==> src/design/fdc_consts.svh <==
`ifndef FDC_CONSTS_SVH
`define FDC_CONSTS_SVH

// ========================================
// register map
// ========================================
`define FDC_A_STATUS         2'd0    // command register on write
`define FDC_A_TRACK          2'd1
`define FDC_A_SECTOR         2'd2
`define FDC_A_DATA           2'd3

// ========================================
// command opcodes, upper nibble
// ========================================
`define FDC_OP_RESTORE       4'h0
`define FDC_OP_SEEK          4'h1
`define FDC_OP_READ_SEC      4'h8    // single sector
`define FDC_OP_READ_MULTI    4'h9    // until end of track
`define FDC_OP_READ_ADDR     4'hC
`define FDC_OP_FORCE_INT     4'hD

// ========================================
// timing, all in clk_sys cycles
// ========================================
`define FDC_SETTLE_CYCLES    16'd64  // busy time of type I commands
`define FDC_SEEK_CYCLES      16'd16  // sector search delay
`define FDC_BYTE_GAP         16'd16  // byte start to drq
`define FDC_LOST_CYCLES      16'd512 // drq watchdog

`define FDC_BUF_AW           20
`define FDC_ID_LEN           11'd6   // read address field length
`define FDC_MIN_SECTOR_LEN   11'd128

`endif
==> src/design/fdc_pkg.sv <==
package fdc_pkg;

	// command sequencer states
	typedef enum logic [2:0] {
		ST_IDLE,
		ST_SEARCH,      // seek delay and sector check
		ST_XFER_WAIT,   // bytes handed to the transfer stage
		ST_SETTLE,      // type I busy period
		ST_ABORT,
		ST_ENDCMD
	} seq_state_t;

	// command classes decoded from the command nibble
	typedef enum logic [2:0] {
		CMD_RESTORE,
		CMD_SEEK,
		CMD_STEP,        // step, step-in, step-out
		CMD_READ_SECTOR,
		CMD_READ_ADDR,
		CMD_FORCE_INT,
		CMD_UNSUPPORTED  // write sector, read track, write track
	} cmd_class_t;

	// one fixed track layout
	typedef struct packed {
		logic [7:0] spt;        // sectors per track
		logic [1:0] size_code;  // 128 << size_code bytes per sector
	} layout_t;

endpackage

==> src/design/fdc_if.sv <==
`timescale 1ns/1ps
`include "fdc_consts.svh"

// host strobe events and register read-back
interface host_evt_if ();
	logic       wr_stb;
	logic [1:0] wr_addr;
	logic [7:0] wr_data;
	logic       rd_end;
	logic [1:0] rd_addr;
	logic [7:0] track_reg;
	logic [7:0] sector_reg;
	logic [7:0] data_reg;
	logic [7:0] status;
	logic [7:0] xfer_byte;

	modport port (output wr_stb, wr_addr, wr_data, rd_end, rd_addr,
		input track_reg, sector_reg, data_reg, status, xfer_byte);
	modport seq (input wr_stb, wr_addr, wr_data, rd_end, rd_addr,
		output track_reg, sector_reg, data_reg, status, xfer_byte);
endinterface

// head position in, layout and buffer offset out
interface geom_if import fdc_pkg::*; ();
	logic [7:0]             track;
	logic                   side;
	logic [7:0]             sector;
	layout_t                layout;
	logic [`FDC_BUF_AW-1:0] base_addr;

	modport seq (output track, side, sector, input layout, base_addr);
	modport geom (input track, side, sector, output layout, base_addr);
endinterface

interface xfer_if ();
	logic                   start;
	logic                   stop;
	logic [10:0]            length;
	logic [`FDC_BUF_AW-1:0] base_addr;
	logic                   addr_mode;     // 1 = id field bytes
	logic [7:0]             id_track;
	logic                   id_side;
	logic [7:0]             id_sector;
	logic [1:0]             id_size_code;
	logic                   drq;
	logic [10:0]            byte_addr;
	logic                   lost;
	logic                   done;
	logic [7:0]             buf_din;
	logic [7:0]             rd_byte;

	modport seq (output start, stop, length, base_addr, addr_mode,
		id_track, id_side, id_sector, id_size_code,
		input drq, lost, done, rd_byte);
	modport xfer (input start, stop, length, addr_mode,
		id_track, id_side, id_sector, id_size_code, buf_din,
		output drq, byte_addr, lost, done, rd_byte);
endinterface

==> src/design/fdc_top.sv <==
`timescale 1ns/1ps
`include "fdc_consts.svh"

module fdc_top (
	input  logic                   clk_sys,
	input  logic                   rst_n,
	input  logic                   rd,
	input  logic                   wr,
	input  logic [1:0]             addr,
	input  logic [7:0]             din,
	output logic [7:0]             dout,
	output logic                   drq,
	output logic                   intrq,
	output logic                   busy,
	input  logic                   ready,
	input  logic                   side,
	input  logic [2:0]             size_code,
	output logic [`FDC_BUF_AW-1:0] buff_addr,
	output logic                   buff_read,
	input  logic [7:0]             buff_din
);

	host_evt_if ev ();
	geom_if     geo ();
	xfer_if     xf ();
	logic       rd_taken;

	// ========================================
	// pipeline stages
	// ========================================
	fdc_host_port u_host (
		.clk_sys (clk_sys),
		.rst_n   (rst_n),
		.rd      (rd),
		.wr      (wr),
		.addr    (addr),
		.din     (din),
		.dout    (dout),
		.ev      (ev.port)
	);

	fdc_cmd_seq u_seq (
		.clk_sys   (clk_sys),
		.rst_n     (rst_n),
		.ready     (ready),
		.side      (side),
		.ev        (ev.seq),
		.geo       (geo.seq),
		.xf        (xf.seq),
		.busy      (busy),
		.intrq     (intrq),
		.buff_read (buff_read),
		.rd_taken  (rd_taken)
	);

	fdc_geometry u_geom (
		.clk_sys   (clk_sys),
		.rst_n     (rst_n),
		.size_code (size_code),
		.geo       (geo.geom)
	);

	fdc_xfer u_xfer (
		.clk_sys  (clk_sys),
		.rst_n    (rst_n),
		.xf       (xf.xfer),
		.rd_taken (rd_taken)
	);

	assign xf.buf_din = buff_din;
	assign drq        = xf.drq;
	assign buff_addr  = xf.base_addr + {{(`FDC_BUF_AW-11){1'b0}}, xf.byte_addr}; // sector base + offset

endmodule

==> src/design/fdc_xfer.sv <==
`timescale 1ns/1ps
`include "fdc_consts.svh"

module fdc_xfer (
	input  logic clk_sys,
	input  logic rst_n,
	xfer_if.xfer xf,
	input  logic rd_taken
);

	logic        active;
	logic [10:0] remain;     // bytes left including current
	logic [15:0] gap_cnt;
	logic [15:0] wdog;
	logic        expire;
	logic [7:0]  id_byte;

	assign expire = (wdog == 16'd0) && !rd_taken;

	always_ff @(posedge clk_sys or negedge rst_n) begin
		if (!rst_n) begin
			active       <= 1'b0;
			remain       <= 11'd0;
			gap_cnt      <= 16'd0;
			wdog         <= 16'd0;
			xf.drq       <= 1'b0;
			xf.byte_addr <= 11'd0;
			xf.lost      <= 1'b0;
			xf.done      <= 1'b0;
		end else begin
			xf.lost <= 1'b0;
			xf.done <= 1'b0;
			if (xf.stop) begin
				active <= 1'b0;
				xf.drq <= 1'b0;
			end else if (xf.start) begin
				active       <= 1'b1;
				remain       <= xf.length;
				xf.byte_addr <= 11'd0;
				gap_cnt      <= `FDC_BYTE_GAP - 16'd1;
			end else if (active && !xf.drq) begin
				if (gap_cnt != 16'd0)
					gap_cnt <= gap_cnt - 16'd1;
				else begin
					xf.drq <= 1'b1;
					wdog   <= `FDC_LOST_CYCLES - 16'd1;
				end
			end else if (xf.drq) begin
				if (rd_taken || wdog == 16'd0) begin
					xf.drq  <= 1'b0;
					xf.lost <= expire;  // missed byte is flagged, then skipped
					if (remain == 11'd1) begin
						active  <= 1'b0;
						xf.done <= 1'b1;
					end else begin
						remain       <= remain - 11'd1;
						xf.byte_addr <= xf.byte_addr + 11'd1;
						gap_cnt      <= `FDC_BYTE_GAP - 16'd1;
					end
				end else
					wdog <= wdog - 16'd1;
			end
		end
	end

	// id field: track, side, sector, size code, then two crc bytes
	always_comb begin
		case (xf.byte_addr[2:0])
			3'd0:    id_byte = xf.id_track;
			3'd1:    id_byte = {7'd0, xf.id_side};
			3'd2:    id_byte = xf.id_sector;
			3'd3:    id_byte = {6'd0, xf.id_size_code};
			default: id_byte = 8'd0;
		endcase
	end

	assign xf.rd_byte = xf.addr_mode ? id_byte : xf.buf_din;

endmodule

==> src/design/fdc_geometry.sv <==
`timescale 1ns/1ps
`include "fdc_consts.svh"

module fdc_geometry import fdc_pkg::*; (
	input  logic       clk_sys,
	input  logic       rst_n,
	input  logic [2:0] size_code,
	geom_if.geom       geo
);

	layout_t                layout_n;
	logic [8:0]             dts;      // track * 2 + side
	logic [15:0]            lin;      // linear sector index
	logic [`FDC_BUF_AW-1:0] base_n;

	always_comb begin
		case (size_code)
			3'd0:    layout_n = '{spt: 8'd26, size_code: 2'd0};
			3'd1:    layout_n = '{spt: 8'd16, size_code: 2'd1};
			3'd2:    layout_n = '{spt: 8'd9,  size_code: 2'd2};
			3'd3:    layout_n = '{spt: 8'd5,  size_code: 2'd3};
			3'd4:    layout_n = '{spt: 8'd10, size_code: 2'd2};
			default: layout_n = '{spt: 8'd9,  size_code: 2'd2}; // unknown codes fall back to 9 x 512
		endcase
	end

	assign dts    = {geo.track, geo.side};
	assign lin    = {7'd0, dts} * {8'd0, layout_n.spt} + {8'd0, geo.sector} - 16'd1;
	assign base_n = {{(`FDC_BUF_AW-16){1'b0}}, lin} << (4'd7 + {2'd0, layout_n.size_code});

	always_ff @(posedge clk_sys or negedge rst_n) begin
		if (!rst_n) begin
			geo.layout    <= '0;
			geo.base_addr <= '0;
		end else begin
			geo.layout    <= layout_n;
			geo.base_addr <= base_n;
		end
	end

endmodule

==> src/design/fdc_cmd_seq.sv <==
`timescale 1ns/1ps
`include "fdc_consts.svh"

module fdc_cmd_seq import fdc_pkg::*; (
	input  logic     clk_sys,
	input  logic     rst_n,
	input  logic     ready,
	input  logic     side,
	host_evt_if.seq  ev,
	geom_if.seq      geo,
	xfer_if.seq      xf,
	output logic     busy,
	output logic     intrq,
	output logic     buff_read,
	output logic     rd_taken
);

	seq_state_t  state;
	cmd_class_t  cls;
	logic [7:0]  track_reg;
	logic [7:0]  sector_reg;
	logic [7:0]  data_reg;
	logic [7:0]  head_track;    // physical head position
	logic [7:0]  ra_sector;     // id counter for read address
	logic [7:0]  next_track;
	logic        step_dir;      // 1 = out
	logic        multisector;
	logic        id_mode;
	logic        cmd_mode;      // status format, 0 = type I
	logic        headloaded;
	logic        seekerr;
	logic        lostdata;
	logic [15:0] timer;
	logic        cmd_wr;
	logic        seek_end;
	logic        sector_ok;
	logic        search_hit;

	function automatic cmd_class_t decode_cmd(input logic [3:0] op);
		cmd_class_t c;
		case (op)
			`FDC_OP_RESTORE:                     c = CMD_RESTORE;
			`FDC_OP_SEEK:                        c = CMD_SEEK;
			`FDC_OP_READ_SEC, `FDC_OP_READ_MULTI: c = CMD_READ_SECTOR;
			`FDC_OP_READ_ADDR:                   c = CMD_READ_ADDR;
			`FDC_OP_FORCE_INT:                   c = CMD_FORCE_INT;
			default:                             c = op[3] ? CMD_UNSUPPORTED : CMD_STEP;
		endcase
		return c;
	endfunction

	assign cls        = decode_cmd(ev.wr_data[7:4]);
	assign cmd_wr     = ev.wr_stb && (ev.wr_addr == `FDC_A_STATUS);
	assign next_track = (ev.wr_data[6] ? ev.wr_data[5] : step_dir) ?
		head_track - 8'd1 : head_track + 8'd1;

	assign sector_ok  = (sector_reg != 8'd0) && (sector_reg <= geo.layout.spt);
	assign seek_end   = (state == ST_SEARCH) && ready && (timer == 16'd0);
	assign search_hit = seek_end && (id_mode || sector_ok);

	assign rd_taken = ev.rd_end && (ev.rd_addr == `FDC_A_DATA) && (state == ST_XFER_WAIT);
	assign xf.stop  = (state == ST_ABORT);

	assign geo.track  = head_track;
	assign geo.side   = side;
	assign geo.sector = sector_reg;

	// ========================================
	// command FSM and task registers
	// ========================================
	always_ff @(posedge clk_sys or negedge rst_n) begin
		if (!rst_n) begin
			state       <= ST_IDLE;
			busy        <= 1'b0;
			intrq       <= 1'b0;
			buff_read   <= 1'b0;
			track_reg   <= 8'd0;
			sector_reg  <= 8'd0;
			data_reg    <= 8'd0;
			head_track  <= 8'd0;
			ra_sector   <= 8'd1;
			step_dir    <= 1'b0;
			multisector <= 1'b0;
			id_mode     <= 1'b0;
			cmd_mode    <= 1'b0;
			headloaded  <= 1'b0;
			seekerr     <= 1'b0;
			lostdata    <= 1'b0;
			timer       <= 16'd0;
			xf.start    <= 1'b0;
		end else begin
			xf.start <= 1'b0;
			if (xf.lost)
				lostdata <= 1'b1;
			if (ev.rd_end && (ev.rd_addr == `FDC_A_STATUS))
				intrq <= 1'b0;   // status read acknowledges

			case (state)
				ST_SEARCH: begin
					if (!ready || (seek_end && !search_hit)) begin
						seekerr <= 1'b1;
						state   <= ST_ENDCMD;
					end else if (search_hit) begin
						xf.start <= 1'b1;
						state    <= ST_XFER_WAIT;
					end else
						timer <= timer - 16'd1;
				end
				ST_XFER_WAIT: if (xf.done) begin
					if (multisector) begin
						sector_reg <= sector_reg + 8'd1;
						timer      <= `FDC_SEEK_CYCLES - 16'd1;
						state      <= ST_SEARCH;
					end else
						state <= ST_ENDCMD;
				end
				ST_SETTLE: begin
					if (timer != 16'd0)
						timer <= timer - 16'd1;
					else begin
						busy  <= 1'b0;
						intrq <= 1'b1;
						state <= ST_IDLE;
					end
				end
				ST_ABORT: begin
					seekerr  <= 1'b0;
					lostdata <= 1'b0;
					state    <= ST_ENDCMD;
				end
				ST_ENDCMD: begin
					busy      <= 1'b0;
					buff_read <= 1'b0;
					intrq     <= 1'b1;
					state     <= ST_IDLE;
				end
				default: ;
			endcase

			if (cmd_wr) begin
				intrq <= 1'b0;
				if (cls == CMD_FORCE_INT) begin
					cmd_mode <= 1'b0;
					if (state != ST_IDLE)
						state <= ST_ABORT;
					else begin
						seekerr  <= 1'b0;
						lostdata <= 1'b0;
					end
				end else if (state == ST_IDLE) begin
					cmd_mode <= ev.wr_data[7];
					busy     <= 1'b1;
					seekerr  <= 1'b0;
					lostdata <= 1'b0;
					timer    <= `FDC_SETTLE_CYCLES - 16'd1;
					state    <= ST_SETTLE;
					if (!ev.wr_data[7])
						headloaded <= ev.wr_data[3];  // h bit of type I
					case (cls)
						CMD_RESTORE: begin
							track_reg  <= 8'd0;
							head_track <= 8'd0;
						end
						CMD_SEEK: begin
							track_reg  <= data_reg;
							head_track <= data_reg;
						end
						CMD_STEP: begin
							if (ev.wr_data[6])
								step_dir <= ev.wr_data[5];
							head_track <= next_track;
							if (ev.wr_data[4])
								track_reg <= next_track;  // update flag
						end
						CMD_READ_SECTOR, CMD_READ_ADDR: begin
							buff_read   <= (cls == CMD_READ_SECTOR);
							id_mode     <= (cls == CMD_READ_ADDR);
							multisector <= (cls == CMD_READ_SECTOR) && ev.wr_data[4];
							timer       <= `FDC_SEEK_CYCLES - 16'd1;
							state       <= ST_SEARCH;
							if (cls == CMD_READ_ADDR)
								ra_sector <= (ra_sector >= geo.layout.spt) ?
									8'd1 : ra_sector + 8'd1;
						end
						default: seekerr <= 1'b1;
					endcase
				end
			end

			if (ev.wr_stb && !busy) begin
				if (ev.wr_addr == `FDC_A_TRACK)
					track_reg <= ev.wr_data;
				if (ev.wr_addr == `FDC_A_SECTOR) begin
					sector_reg <= ev.wr_data;
					ra_sector  <= ev.wr_data;
				end
			end
			if (ev.wr_stb && (ev.wr_addr == `FDC_A_DATA))
				data_reg <= ev.wr_data;
		end
	end

	// transfer parameters, loaded at command start and at sector found
	always_ff @(posedge clk_sys) begin
		if (cmd_wr && (state == ST_IDLE) && (cls == CMD_READ_ADDR)) begin
			xf.id_track     <= head_track;
			xf.id_side      <= side;
			xf.id_sector    <= ra_sector;
			xf.id_size_code <= geo.layout.size_code;
		end
		if (search_hit) begin
			xf.addr_mode <= id_mode;
			xf.length    <= id_mode ? `FDC_ID_LEN : (`FDC_MIN_SECTOR_LEN << geo.layout.size_code);
			xf.base_addr <= geo.base_addr;
		end
	end

	// crc error, write fault and index never occur here
	assign ev.status = cmd_mode ?
		{~ready, 1'b1, 1'b0, seekerr | ~ready, 1'b0, lostdata, xf.drq, busy} :
		{~ready, 1'b1, headloaded, seekerr | ~ready, 1'b0, head_track == 8'd0, 1'b0, busy};

	assign ev.track_reg  = track_reg;
	assign ev.sector_reg = sector_reg;
	assign ev.data_reg   = data_reg;
	assign ev.xfer_byte  = xf.rd_byte;

endmodule

==> src/design/fdc_host_port.sv <==
`timescale 1ns/1ps
`include "fdc_consts.svh"

module fdc_host_port (
	input  logic       clk_sys,
	input  logic       rst_n,
	input  logic       rd,
	input  logic       wr,
	input  logic [1:0] addr,
	input  logic [7:0] din,
	output logic [7:0] dout,
	host_evt_if.port   ev
);

	logic       rd_q;
	logic       wr_q;
	logic [1:0] cur_addr;   // address seen at strobe start

	always_ff @(posedge clk_sys or negedge rst_n) begin
		if (!rst_n) begin
			rd_q     <= 1'b0;
			wr_q     <= 1'b0;
			cur_addr <= `FDC_A_STATUS;
		end else begin
			rd_q <= rd;
			wr_q <= wr;
			if ((rd && !rd_q) || (wr && !wr_q))
				cur_addr <= addr;
		end
	end

	// write acts on the rising edge, read completes on the falling edge
	assign ev.wr_stb  = wr & ~wr_q;
	assign ev.wr_addr = addr;
	assign ev.wr_data = din;
	assign ev.rd_end  = rd_q & ~rd;
	assign ev.rd_addr = cur_addr;

	always_comb begin
		case (addr)
			`FDC_A_STATUS: dout = ev.status;
			`FDC_A_TRACK:  dout = ev.track_reg;
			`FDC_A_SECTOR: dout = ev.sector_reg;
			default:       dout = ev.status[0] ? ev.xfer_byte : ev.data_reg; // busy bit
		endcase
	end

endmodule

==> config.mk <==
export PLATFORM = sky130hd
export DESIGN_NAME = fdc_top
export DESIGN_NICKNAME = d
export VERILOG_FILES = /design/src/design/fdc_pkg.sv /design/src/design/fdc_if.sv /design/src/design/fdc_top.sv /design/src/design/fdc_xfer.sv /design/src/design/fdc_geometry.sv /design/src/design/fdc_cmd_seq.sv /design/src/design/fdc_host_port.sv
export VERILOG_INCLUDE_DIRS = /design/src /design/src/design
export SDC_FILE = /design/constraint.sdc
export NUM_CORES = 1
export LEC_CHECK = 0
export ABC_AREA = 1
export BUFFER_PORTS_ARGS = -buffer_cell sky130_fd_sc_hd__buf_4
export CELL_PAD_IN_SITES_DETAIL_PLACEMENT = 1
export CELL_PAD_IN_SITES_GLOBAL_PLACEMENT = 1
export CORE_MARGIN = 2
export CORE_UTILIZATION = 35
export CTS_CLUSTER_DIAMETER = 40
export CTS_CLUSTER_SIZE = 16
export DETAILED_ROUTE_END_ITERATION = 10
export GPL_TIMING_DRIVEN = 0
export PLACE_DENSITY = 0.63
export SLEW_MARGIN = 20
export SYNTH_ARGS = -nofsm -noshare
export SYNTH_HDL_FRONTEND = slang
export SYNTH_SLANG_ARGS = --single-unit
==> constraint.sdc <==
create_clock -name clk_sys -period 9.3 [get_ports clk_sys]
set_clock_uncertainty 0.15 [all_clocks]
set_input_delay 1.395 -clock clk_sys [delete_from_list [all_inputs] [get_ports clk_sys]]
set_output_delay 1.395 -clock clk_sys [all_outputs]
set_load 0.02 [all_outputs]
==> out/qor.yml, run 1 <==
slew_violations: 0
overflow: 0
gr-usage-met1: 0.281
finalSetupTns_ns: 0
r2r_end: "u_geom.geo.base_addr[16]"
required_ns: 9.54
start_util: 0.354
ant_nets: 0
r2r-start: "u_seq.geo.track[0]"
ys_ff_latch: 204
synth_enable_flop_cells: 45
cts.clk_slew.worst_paths_ns: 0.06
n_antenna_cell: 0
gp_congestion: 0.861
async_flop_share: 0.779
totalWireLength_um: 43000
hold_viol: 0
grt_pass1_vias: 13238
synth_area_um2: 14000
wire_per_inst_um: 17.4
status: "complete, no violations"
ctsResizeCount: 0
port_buffers: 56
rsz0062_at_grt: "no"
grt_first_pass_wirelength_um: 70600
ys.flop_type: "dfrtp_1"
final_nets: 2048
worstSetupPathType: "in2reg"
worstMarginPinSlew_ns: 0.986
drc: 0
cts.sinks: 204
slowest_delay_ns: 0.63
slowest_stage: "nor2_1"
fmaxAchievable_ghz: 0.129
crit_top_cell: "nand2_1"
via_per_inst: 5.13
netlist_top_cells_area: "dfrtp_1, edfxtp_1, nand2_1, ha_1, inv_1"
vias: 12655
use_met3: 0.0330
grt.busiest_layer: "met2"
hp-class: "reg2reg"
endpoint_kind: "register"
track_usage: 0.212
r2r_setup_slack_ns: 3.53
synth-seq-area-share: 0.380
die_w_um: 204
die-area_um2: 41700
cp_max_fo: 10
r2r_cells: 30
worstSkewPairLatency_ns: 0.55
place_hpwl_um: 33300
timing.critical_path.to: "u_geom.geo.base_addr[16]"
std_cell_rows: 73
area_delta_synth_final_pct: 18.1
setup_viol: 0
fill_cells: 4891
maxSlewHeadroom: 0.342
core_um2: 39600
grt_max_degree: 88
critPathLaunch: "size_code[2]"
synth_top_area_frac: 0.282
cts_htree_levels: 2
period_minus_slack_ns: 7.72
numCtsBuffers: 41
die_height_um: 204
cts_setup_buffers: 0
post_synth_num_cell_types: 63
synth_most_common_cell: "nand2_1"
final_layout_size_suffix_gt1_frac: 0.0906
cts_tree: "built"
antenna_found_initial: 0
yosysTopAreaCell: "dfrtp_1"
first_pass_iters: 5
io_pins: 59
holdBufCountCts: 0
seqCellArea_um2: 5330
multi_input_area_um2: 7510
cap_violations: 0
syn_avg_cell_area_um2: 7.77
grt_use_met2: 0.360
cts_root_buf: "clkbuf_16"
ys_warn_count: 0
cp-start-kind: "input port"
drt_iter0_drc: 552
syn_inst: 1807
synth_common_cells: "nand2_1, inv_1, nor2_1"
top_regs: "u_geom.geo.base_addr: 20 flops, u_seq.xf.base_addr: 20 flops"
cts.path.max_buffers: 3
cp.arrival_ns: 7.97
finalCritPeriodShare: 0.830
-- metrics by stage --
step | instance area, um2 | std cells | setup slack (ns) | utilization | hold WS (ns)
final | 16600 | 2468 | 1.58 | 0.418 | 0.263
after global routing | 16600 | 2468 | 1.02 | 0.418 | 0.274
after CTS | 16600 | 2468 | 1.56 | 0.418 | 0.270
after detailed placement | 15200 | 2393 | 0.994 | 0.383 | 0.256
after global placement | 15100 | 2391 | 1.06 | 0.382 | 0.252
after floorplan | 14100 | 1810 | 2.50 | - | 0.251
-- layout make-up --
type                    count  area share
plain buffers              32     0.00822
clock buffers              57      0.0704
clock inverters            18      0.0145
inverters                 288      0.0652
multi-input cells        1286       0.452
flip-flops and latches    204       0.321
well taps                 525      0.0396
repair buffers             58      0.0281
-- worst max-delay path: cells and delay by family --
| kind | cells | cell delay [ns] |
|---|---|---|
| AND/OR/NAND/NOR | 7 | 1.48 |
| XOR/XNOR | 2 | 0.34 |
| adder cells (fa/ha/maj) | 6 | 2.53 |
| AO/OA/AOI/OAI | 6 | 1.24 |
| buffers and inverters | 5 | 0.95 |
-- layout by cell type, fill, tap and decap left out, types with 4 or more instances in the layout --
| master | Yosys | layout |
|---|---|---|
| buf_4 | 2 | 57 |
| xnor2_1 | 18 | 18 |
| edfxtp_1 | 45 | 45 |
| clkbuf_1 | 22 | 32 |
| a31oi_1 | 20 | 20 |
| nand3_1 | 138 | 138 |
| buf_2 | 7 | 7 |
| bufinv_16 | 0 | 4 |
| conb_1 | 1 | 4 |
| ha_1 | 86 | 86 |
| fa_1 | 24 | 24 |
| nor2_4 | 4 | 4 |
| nand4_1 | 24 | 24 |
| nor2_1 | 181 | 180 |
| clkbuf_8 | 0 | 4 |
| o2111ai_1 | 7 | 7 |
| a22oi_1 | 8 | 8 |
| inv_2 | 9 | 9 |
| clkinv_2 | 1 | 4 |
| clkbuf_16 | 0 | 43 |
| clkinv_1 | 6 | 6 |
| o21ai_1 | 8 | 8 |
| o211ai_1 | 11 | 11 |
| o221ai_1 | 6 | 6 |
| o21bai_1 | 8 | 8 |
| a21oi_1 | 94 | 94 |
| xor2_1 | 49 | 49 |
| inv_1 | 272 | 272 |
| o31ai_1 | 11 | 11 |
| dfrtp_1 | 158 | 158 |
| nor3_1 | 38 | 38 |
| mux2i_1 | 5 | 5 |
| nor4_1 | 9 | 9 |
| nor2_2 | 5 | 6 |
| o21ai_0 | 132 | 132 |
| nand2_1 | 347 | 347 |
-- layer usage --
layer  wire length (um)  up-vias
met5                  0        -
met4                821        0
li1                   -     6201
met3               1310       54
met2              20800      144
met1              20100     6256
-- cell families after synthesis --
| logic type | synth area share |
|---|---|
| other | 0.000267 |
| flip-flops | 0.380 |
| multiplexers | 0.00517 |
| AND/OR/NAND/NOR | 0.241 |
| buffers and inverters | 0.0868 |
| XOR/XNOR | 0.0418 |
| AO/OA/AOI/OAI | 0.135 |
| adder cells (fa/ha/maj) | 0.111 |
-- how the worst min path moves through the flow --
stage	end	depth (start not counted)	from
after global routing	u_seq.xf.base_addr[6]	0	u_geom.geo.base_addr[6]
after detailed placement	u_seq.xf.base_addr[3]	0	u_geom.geo.base_addr[3]
after floorplan	u_seq.xf.base_addr[0]	0	u_geom.geo.base_addr[0]
after global placement	u_seq.xf.base_addr[3]	0	u_geom.geo.base_addr[3]
after CTS	u_seq.xf.base_addr[3]	0	u_geom.geo.base_addr[3]
final	u_seq.xf.base_addr[13]	0	u_geom.geo.base_addr[13]
Power of run 1 is left out: the tool's default activity adds up to more than one toggle a clock period on the data nets, which glitch-free logic cannot reach.
==> inputs of run 2 (changes only) <==
Settings changed: ABC_AREA 1 to 0, PLACE_DENSITY 0.63 to 0.61.
Clock period 9.3 ns to 7.8 ns, I/O delays scaled along.
==> out/qor.yml, run 2 <==
crit_buf_inv: 7  # was 5
required_ns: 8.05  # was 9.54 ns
grt_pass1_vias: 11557  # was 13,238
drt_iter0_drc: 447  # was 552
synth_common_cells: "dfrtp_1, nor2_1, nand2_1"  # was nand2_1, inv_1, nor2_1
cap_violations: 0  # unchanged
timing.critical_path.to: "u_geom.geo.base_addr[18]"  # was u_geom.geo.base_addr[16]
drc: 0  # unchanged
cts.clk_slew.worst_paths_ns: 0.06  # about the same
power_w: 0.00581
final_nets: 1690  # was 2,048
track_usage: 0.198  # was 0.212
antenna_found_initial: 0  # unchanged
r2r_end: "u_geom.geo.base_addr[18]"  # was u_geom.geo.base_addr[16]
gp_congestion: 0.830  # was 0.861
cts.path.max_buffers: 3  # unchanged
critPathLaunch: "size_code[0]"  # was size_code[2]
syn_avg_cell_area_um2: 9.21  # was 7.77 um2
area_delta_synth_final_pct: 19.1  # was 18.1%
power_density_nw_per_um2: 365
synth_top_area_frac: 0.296  # was 0.282
cp-start-kind: "input port"  # unchanged
std_cell_rows: 71  # was 73
n_antenna_cell: 0  # unchanged
finalSetupTns_ns: 0  # unchanged
r2r_cells: 21  # was 30
core_um2: 37700  # was 39,600 um2
syn_inst: 1451  # was 1,807
leakagePower_nw: 6.99
design_area_um2: 15900  # was 16,600 um2
netlist_top_cells_area: "dfrtp_1, edfxtp_1, ha_1, nor2_1, a21oi_1"  # was dfrtp_1, edfxtp_1, nand2_1, ha_1, inv_1
first_pass_iters: 5  # unchanged
fmaxAchievable_ghz: 0.137
vias: 10989  # was 12,655
slew_violations: 0  # unchanged
switching_power_w: 0.00231
switching_share: 0.399
start_util: 0.355  # was 0.354
overflow: 0  # unchanged
worstMarginPinSlew_ns: 1.07  # was 0.986 ns
cp_max_fo: 10  # unchanged
worstSetupPathType: "in2reg"  # unchanged
slowest_delay_ns: 0.54  # was 0.63 ns
cts.sinks: 204  # unchanged
crit_cells: 27  # was 26
wire_per_inst_um: 18.2  # was 17.4 um
worstSkewPairLatency_ns: 0.54  # was 0.55 ns
cts_root_buf: "clkbuf_16"  # unchanged
die-area_um2: 39800  # was 41,700 um2
port_buffers: 56  # unchanged
mostFrequentLayoutCells: "dfrtp_1, nor2_1, nand2_1, inv_1, a21oi_1"  # was nand2_1, inv_1, nor2_1, dfrtp_1, nand3_1
cts_htree_levels: 2  # unchanged
die_w_um: 199  # was 204 um
cts_tree: "built"  # unchanged
grt_first_pass_wirelength_um: 61800  # was 70,600 um
r2r-start: "u_seq.geo.track[0]"  # unchanged
cts_setup_buffers: 0  # unchanged
critPathTopFamily: "adder cells"  # unchanged
synth_most_common_cell: "dfrtp_1"  # was nand2_1
synth-seq-area-share: 0.399  # was 0.380
r2r_setup_slack_ns: 1.79  # was 3.53 ns
layout.cells.most_common: "dfrtp_1"  # was nand2_1
top_regs: "u_geom.geo.base_addr: 20 flops, u_seq.xf.base_addr: 20 flops"  # unchanged
finalCritPeriodShare: 0.935
p_comb_frac: 0.414
synth_enable_flop_cells: 45  # unchanged
power_frac_clock: 0.308
io_pins: 59  # unchanged
numCtsBuffers: 39  # was 41
ys.flop_type: "dfrtp_1"  # unchanged
synth_area_um2: 13400  # was 14,000 um2
ys_ff_latch: 204  # unchanged
yosysTopAreaCell: "dfrtp_1"  # unchanged
place_hpwl_um: 28800  # was 33,300 um
via_per_inst: 5.25  # was 5.13
slowest_stage: "fa_1"  # was nor2_1
maxSlewHeadroom: 0.279  # was 0.342
fill_cells: 4377  # was 4,891
grt_max_degree: 90  # was 88
period_minus_slack_ns: 7.30
rsz0062_at_grt: "no"  # unchanged
max-vdd-ir-drop_mv: 0.187
hold_viol: 0  # unchanged
place_area_um2: 14500  # was 15,200 um2
post_synth_num_cell_types: 82  # was 63
totalWireLength_um: 38000  # was 43,000 um
async_flop_share: 0.779  # unchanged
ys_warn_count: 0  # unchanged
seqPwrFrac: 0.278
hp-class: "in2async"  # was reg2reg
ant_nets: 0  # unchanged
die_height_um: 199  # was 204 um
endpoint_kind: "register"  # unchanged
internal_power_w: 0.00349
status: "complete, no violations"  # unchanged
setup_viol: 0  # unchanged
cp.arrival_ns: 7.55  # was 7.97 ns
final_layout_size_suffix_gt1_frac: 0.118  # was 0.0906
[run 2: changes by cell type after synthesis, moves of 21 or more]
cell      change
o21ai_0      -38
nor2b_1      +21
inv_1       -159
nand2_1     -233
xnor2_1      +30
clkbuf_1     +23
nor2_1       -25
nand3_1     -108
and2_1       +33
mux2_2       +21
[run 2: repair_timing]
action	in CTS	in global routing
hold buffers	0	0
gates resized for setup	0	8
endpoints found under the setup margin	0	7
[run 2: power groups by stage]
stage / logic, W / registers [W] / clock network, W
2_1_floorplan: 0.00178 / 0.00154 / 0
3_3_place_gp: 0.00234 / 0.00162 / 0
3_5_place_dp: 0.00241 / 0.00163 / 0
4_1_cts: 0.00243 / 0.00161 / 0.00183
5_1_grt: 0.00273 / 0.00165 / 0.00188
6_report: 0.00240 / 0.00161 / 0.00179
[run 2: worst min path at each step]
| stage | start | endpoint | slack, ns | cells past startpoint |
|---|---|---|---|---|
| 2_1_floorplan | u_geom.geo.base_addr[0] | u_seq.xf.base_addr[0] | 0.25 | 0 |
| 3_3_place_gp | u_geom.geo.base_addr[1] | u_seq.xf.base_addr[1] | 0.25 | 0 |
| 3_5_place_dp | u_geom.geo.base_addr[15] | u_seq.xf.base_addr[15] | 0.26 | 0 |
| 4_1_cts | rst_n | u_geom.geo.base_addr[14] | 0.24 | 1 |
| 5_1_grt | rst_n | u_geom.geo.base_addr[14] | 0.25 | 1 |
| 6_report | rst_n | u_geom.geo.base_addr[14] | 0.27 | 1 |
[run 2: metal layers]
metal | wire length [um] | global-route usage | vias to the layer above | share of wire
met5 | 0 | 0 | - | 0
met4 | 856 | 0.0620 | 0 | 0.023
met3 | 1140 | 0.0287 | 47 | 0.030
met2 | 17800 | 0.327 | 134 | 0.47
met1 | 18200 | 0.267 | 5443 | 0.48
li1 | - | - | 5365 | -
[run 2: cell type report]
| class | count | area (um2) | area share |
|---|---|---|---|
| multi-input cells | 1084 | 7430 | 0.467 |
| well taps | 511 | 639 | 0.0402 |
| flip-flops and latches | 204 | 5330 | 0.335 |
| repair buffers | 58 | 483 | 0.0303 |
| plain buffers | 52 | 201 | 0.0127 |
| clock buffers | 47 | 1080 | 0.0676 |
| inverters | 114 | 428 | 0.0269 |
| clock inverters | 24 | 327 | 0.0205 |
[run 2: worst reg2reg max path, stage by stage, from the launching register on]
cell	delay (ns)
dfrtp_1	0.58
nand2_1	0.13
fa_1	0.50
fa_1	0.52
fa_1	0.54
inv_1	0.04
ha_1	0.24
a211oi_1	0.33
o21ai_0	0.14
a21oi_1	0.23
xnor2_1	0.10
ha_1	0.27
inv_1	0.04
ha_1	0.34
a211oi_1	0.26
o211ai_1	0.17
a41oi_1	0.36
o21ai_0	0.22
xor2_1	0.27
mux2i_1	0.18
o22ai_1	0.22
a31oi_1	0.06
[run 2: stage by stage]
stage	util	hold slack [ns]	std cells	worst slack, ns
finish	0.423	0.267	2094	0.504
global route	0.423	0.246	2094	0.0698
CTS	0.423	0.243	2094	0.0304
detailed placement	0.385	0.256	2023	-0.514
global placement	0.383	0.252	2021	-0.524
floorplan	-	0.251	1454	0.751
[run 2: cells by family after synthesis]
logic type                 after synthesis  share of synthesized area
AOI/OAI and AO/OA                      344                      0.160
DFF                                    204                      0.399
muxes                                   40                     0.0368
buffers and inverters                  166                     0.0467
adders and majority gates              110                      0.116
xor gates and xnor gates                78                     0.0521
and+or+nand+nor                        508                      0.189
other                                    1                   0.000281
No activity file was read; power rests on OpenSTA's default activity.
==> inputs of run 3 (changes only) <==
--- a/config.mk
+++ b/config.mk
@@ -12,2 +12,3 @@
 export CELL_PAD_IN_SITES_GLOBAL_PLACEMENT = 1
+export CORE_ASPECT_RATIO = 0.75
 export CORE_MARGIN = 2
==> constraint.sdc (replaced) <==
create_clock -name clk_sys -period 7.8 [get_ports clk_sys]
set_clock_uncertainty 0.15 [all_clocks]
set_input_delay 0.78 -clock clk_sys [delete_from_list [all_inputs] [get_ports clk_sys]]
set_output_delay 0.78 -clock clk_sys [all_outputs]
set_load 0.02 [all_outputs]
==> out/qor.yml, run 3 (same netlist as run 2, synthesis figures left out) <==
status: "complete, no violations"  # unchanged
core_um2: 37300  # was 37,700 um2
setup_viol: 0  # unchanged
required_ns: 8.06  # was 8.05 ns
die_w_um: 230  # was 199 um
worst_slack_ns: 0.694  # was 0.504 ns
worstMarginPinSlew_ns: 1.05  # was 1.07 ns
cp-start-kind: "input port"  # unchanged
cts_htree_levels: 2  # unchanged
final_layout_size_suffix_gt1_frac: 0.113  # was 0.118
std_cell_rows: 61  # was 71
slowest_delay_ns: 0.54  # about the same
track_usage: 0.197  # was 0.198
wire_per_inst_um: 18.7  # was 18.2 um
hp-class: "in2async"  # unchanged
ant_nets: 0  # unchanged
io_pins: 59  # unchanged
port_buffers: 56  # unchanged
critPathTopFamily: "adder cells"  # unchanged
design_area_um2: 15800  # was 15,900 um2
cts.sinks: 204  # unchanged
slew_violations: 0  # unchanged
grt_max_degree: 58  # was 90
r2r-start: "u_seq.geo.track[0]"  # unchanged
numCtsBuffers: 37  # was 39
die-area_um2: 39800  # about the same
holdBufCountCts: 0  # unchanged
r2r_setup_slack_ns: 1.75  # was 1.79 ns
first_pass_iters: 5  # unchanged
cap_violations: 0  # unchanged
preCtsSetupSlack_ns: -0.192  # was -0.514 ns
leakagePower_nw: 6.93  # was 6.99 nW
critPathLaunch: "size_code[0]"  # unchanged
place_area_um2: 14500  # about the same
worstSkewPairLatency_ns: 0.52  # was 0.54 ns
r2r_end: "u_geom.geo.base_addr[15]"  # was u_geom.geo.base_addr[18]
n_antenna_cell: 0  # unchanged
fill_cells: 4242  # was 4,377
drc: 0  # unchanged
final_nets: 1688  # was 1,690
hold_viol: 0  # unchanged
mostFrequentLayoutCells: "dfrtp_1, nor2_1, nand2_1, inv_1, a21oi_1"  # unchanged
overflow: 0  # unchanged
layout.cells.most_common: "dfrtp_1"  # unchanged
final_util: 0.424  # was 0.423
fmaxAchievable_ghz: 0.141  # was 0.137 GHz
cts_root_buf: "clkbuf_16"  # unchanged
worstSetupPathType: "in2reg"  # unchanged
via_per_inst: 5.36  # was 5.25
cp_max_fo: 10  # unchanged
area_delta_synth_final_pct: 18.3  # was 19.1%
r2r_cells: 21  # unchanged
grt_pass1_vias: 11387  # was 11,557
die_height_um: 173  # was 199 um
endpoint_kind: "register"  # unchanged
maxSlewHeadroom: 0.292  # was 0.279
gp_congestion: 0.844  # was 0.830
crit_cells: 27  # unchanged
vias: 11156  # was 10,989
cts.path.max_buffers: 3  # unchanged
antenna_found_initial: 0  # unchanged
grt_first_pass_wirelength_um: 63100  # was 61,800 um
totalWireLength_um: 38900  # was 38,000 um
rsz0062_at_grt: "no"  # unchanged
top_regs: "u_geom.geo.base_addr: 20 flops, u_seq.xf.base_addr: 20 flops"  # unchanged
max-vdd-ir-drop_mv: 0.141  # was 0.187 mV
cts.clk_slew.worst_paths_ns: 0.06  # about the same
timing.critical_path.to: "u_geom.geo.base_addr[15]"  # was u_geom.geo.base_addr[18]
slowest_stage: "fa_1"  # unchanged
start_util: 0.358  # was 0.355
cts_tree: "built"  # unchanged
period_minus_slack_ns: 7.11  # was 7.30 ns
place_hpwl_um: 29400  # was 28,800 um
crit_buf_inv: 7  # unchanged
cp.arrival_ns: 7.37  # was 7.55 ns
finalCritPeriodShare: 0.911  # was 0.935
drt_iter0_drc: 621  # was 447
power_density_nw_per_um2: 363  # was 365 nW/um2
==> run 3: repair_timing <==
action                                  4_1_cts  5_1_grt
buffers inserted                              0        0
endpoints found under the setup margin        0        6
resized for setup                             0        4
==> run 3: area by class of cell <==
type	count	area, um2	share of cell area
clock inverters	24	303	0.0192
clock buffers	43	1000	0.0633
inverters	114	428	0.0271
plain buffers	52	199	0.0126
flip-flops and latches	204	5330	0.337
multi-input cells	1084	7430	0.470
well taps	504	631	0.0399
repair buffers	58	483	0.0305
==> run 3: worst min path at each step <==
stage                               endpoint  slack (ns)  cells after the start
global route        u_geom.geo.base_addr[15]        0.02                      1
global placement       u_seq.xf.base_addr[2]        0.25                      0
detailed placement    u_seq.xf.base_addr[15]        0.26                      0
finish              u_geom.geo.base_addr[13]        0.02                      1
CTS                 u_geom.geo.base_addr[13]        0.02                      1
floorplan              u_seq.xf.base_addr[0]        0.25                      0
==> run 3: power by group <==
group	switching (W)	internal (W)
clock network	0.000596	0.00110
logic	0.00145	0.000970
registers	0.000267	0.00135
==> run 3: through the flow <==
stage | hold slack (ns) | cells | TNS [ns] | total power (W)
3_3_place_gp | 0.252 | 2014 | -0.236 | 0.00397
3_5_place_dp | 0.256 | 2016 | -0.696 | 0.00403
4_1_cts | 0.0161 | 2083 | 0 | 0.00578
6_report | 0.0196 | 2083 | 0 | 0.00573
5_1_grt | 0.0207 | 2083 | 0 | 0.00618
2_1_floorplan | 0.251 | 1454 | 0 | 0.00332
==> run 3: per-layer routing <==
metal	vias to the layer above	GRT usage	share of wire
met2	217	0.288	0.41
met4	0	0.0476	0.018
li1	5347	-	-
met3	55	0.0266	0.042
met1	5537	0.306	0.53
met5	-	0	0
==> run 3: worst register-to-register path: cells and delay by family, from the launching register on <==
kind | cells | cell delay (ns)
muxes | 1 | 0.29
adders and majority gates | 6 | 2.43
and+or+nand+nor | 2 | 0.35
AOI/OAI and AO/OA | 8 | 1.77
xor gates and xnor gates | 2 | 0.24
buffers and inverters | 2 | 0.08
DFF | 1 | 0.62
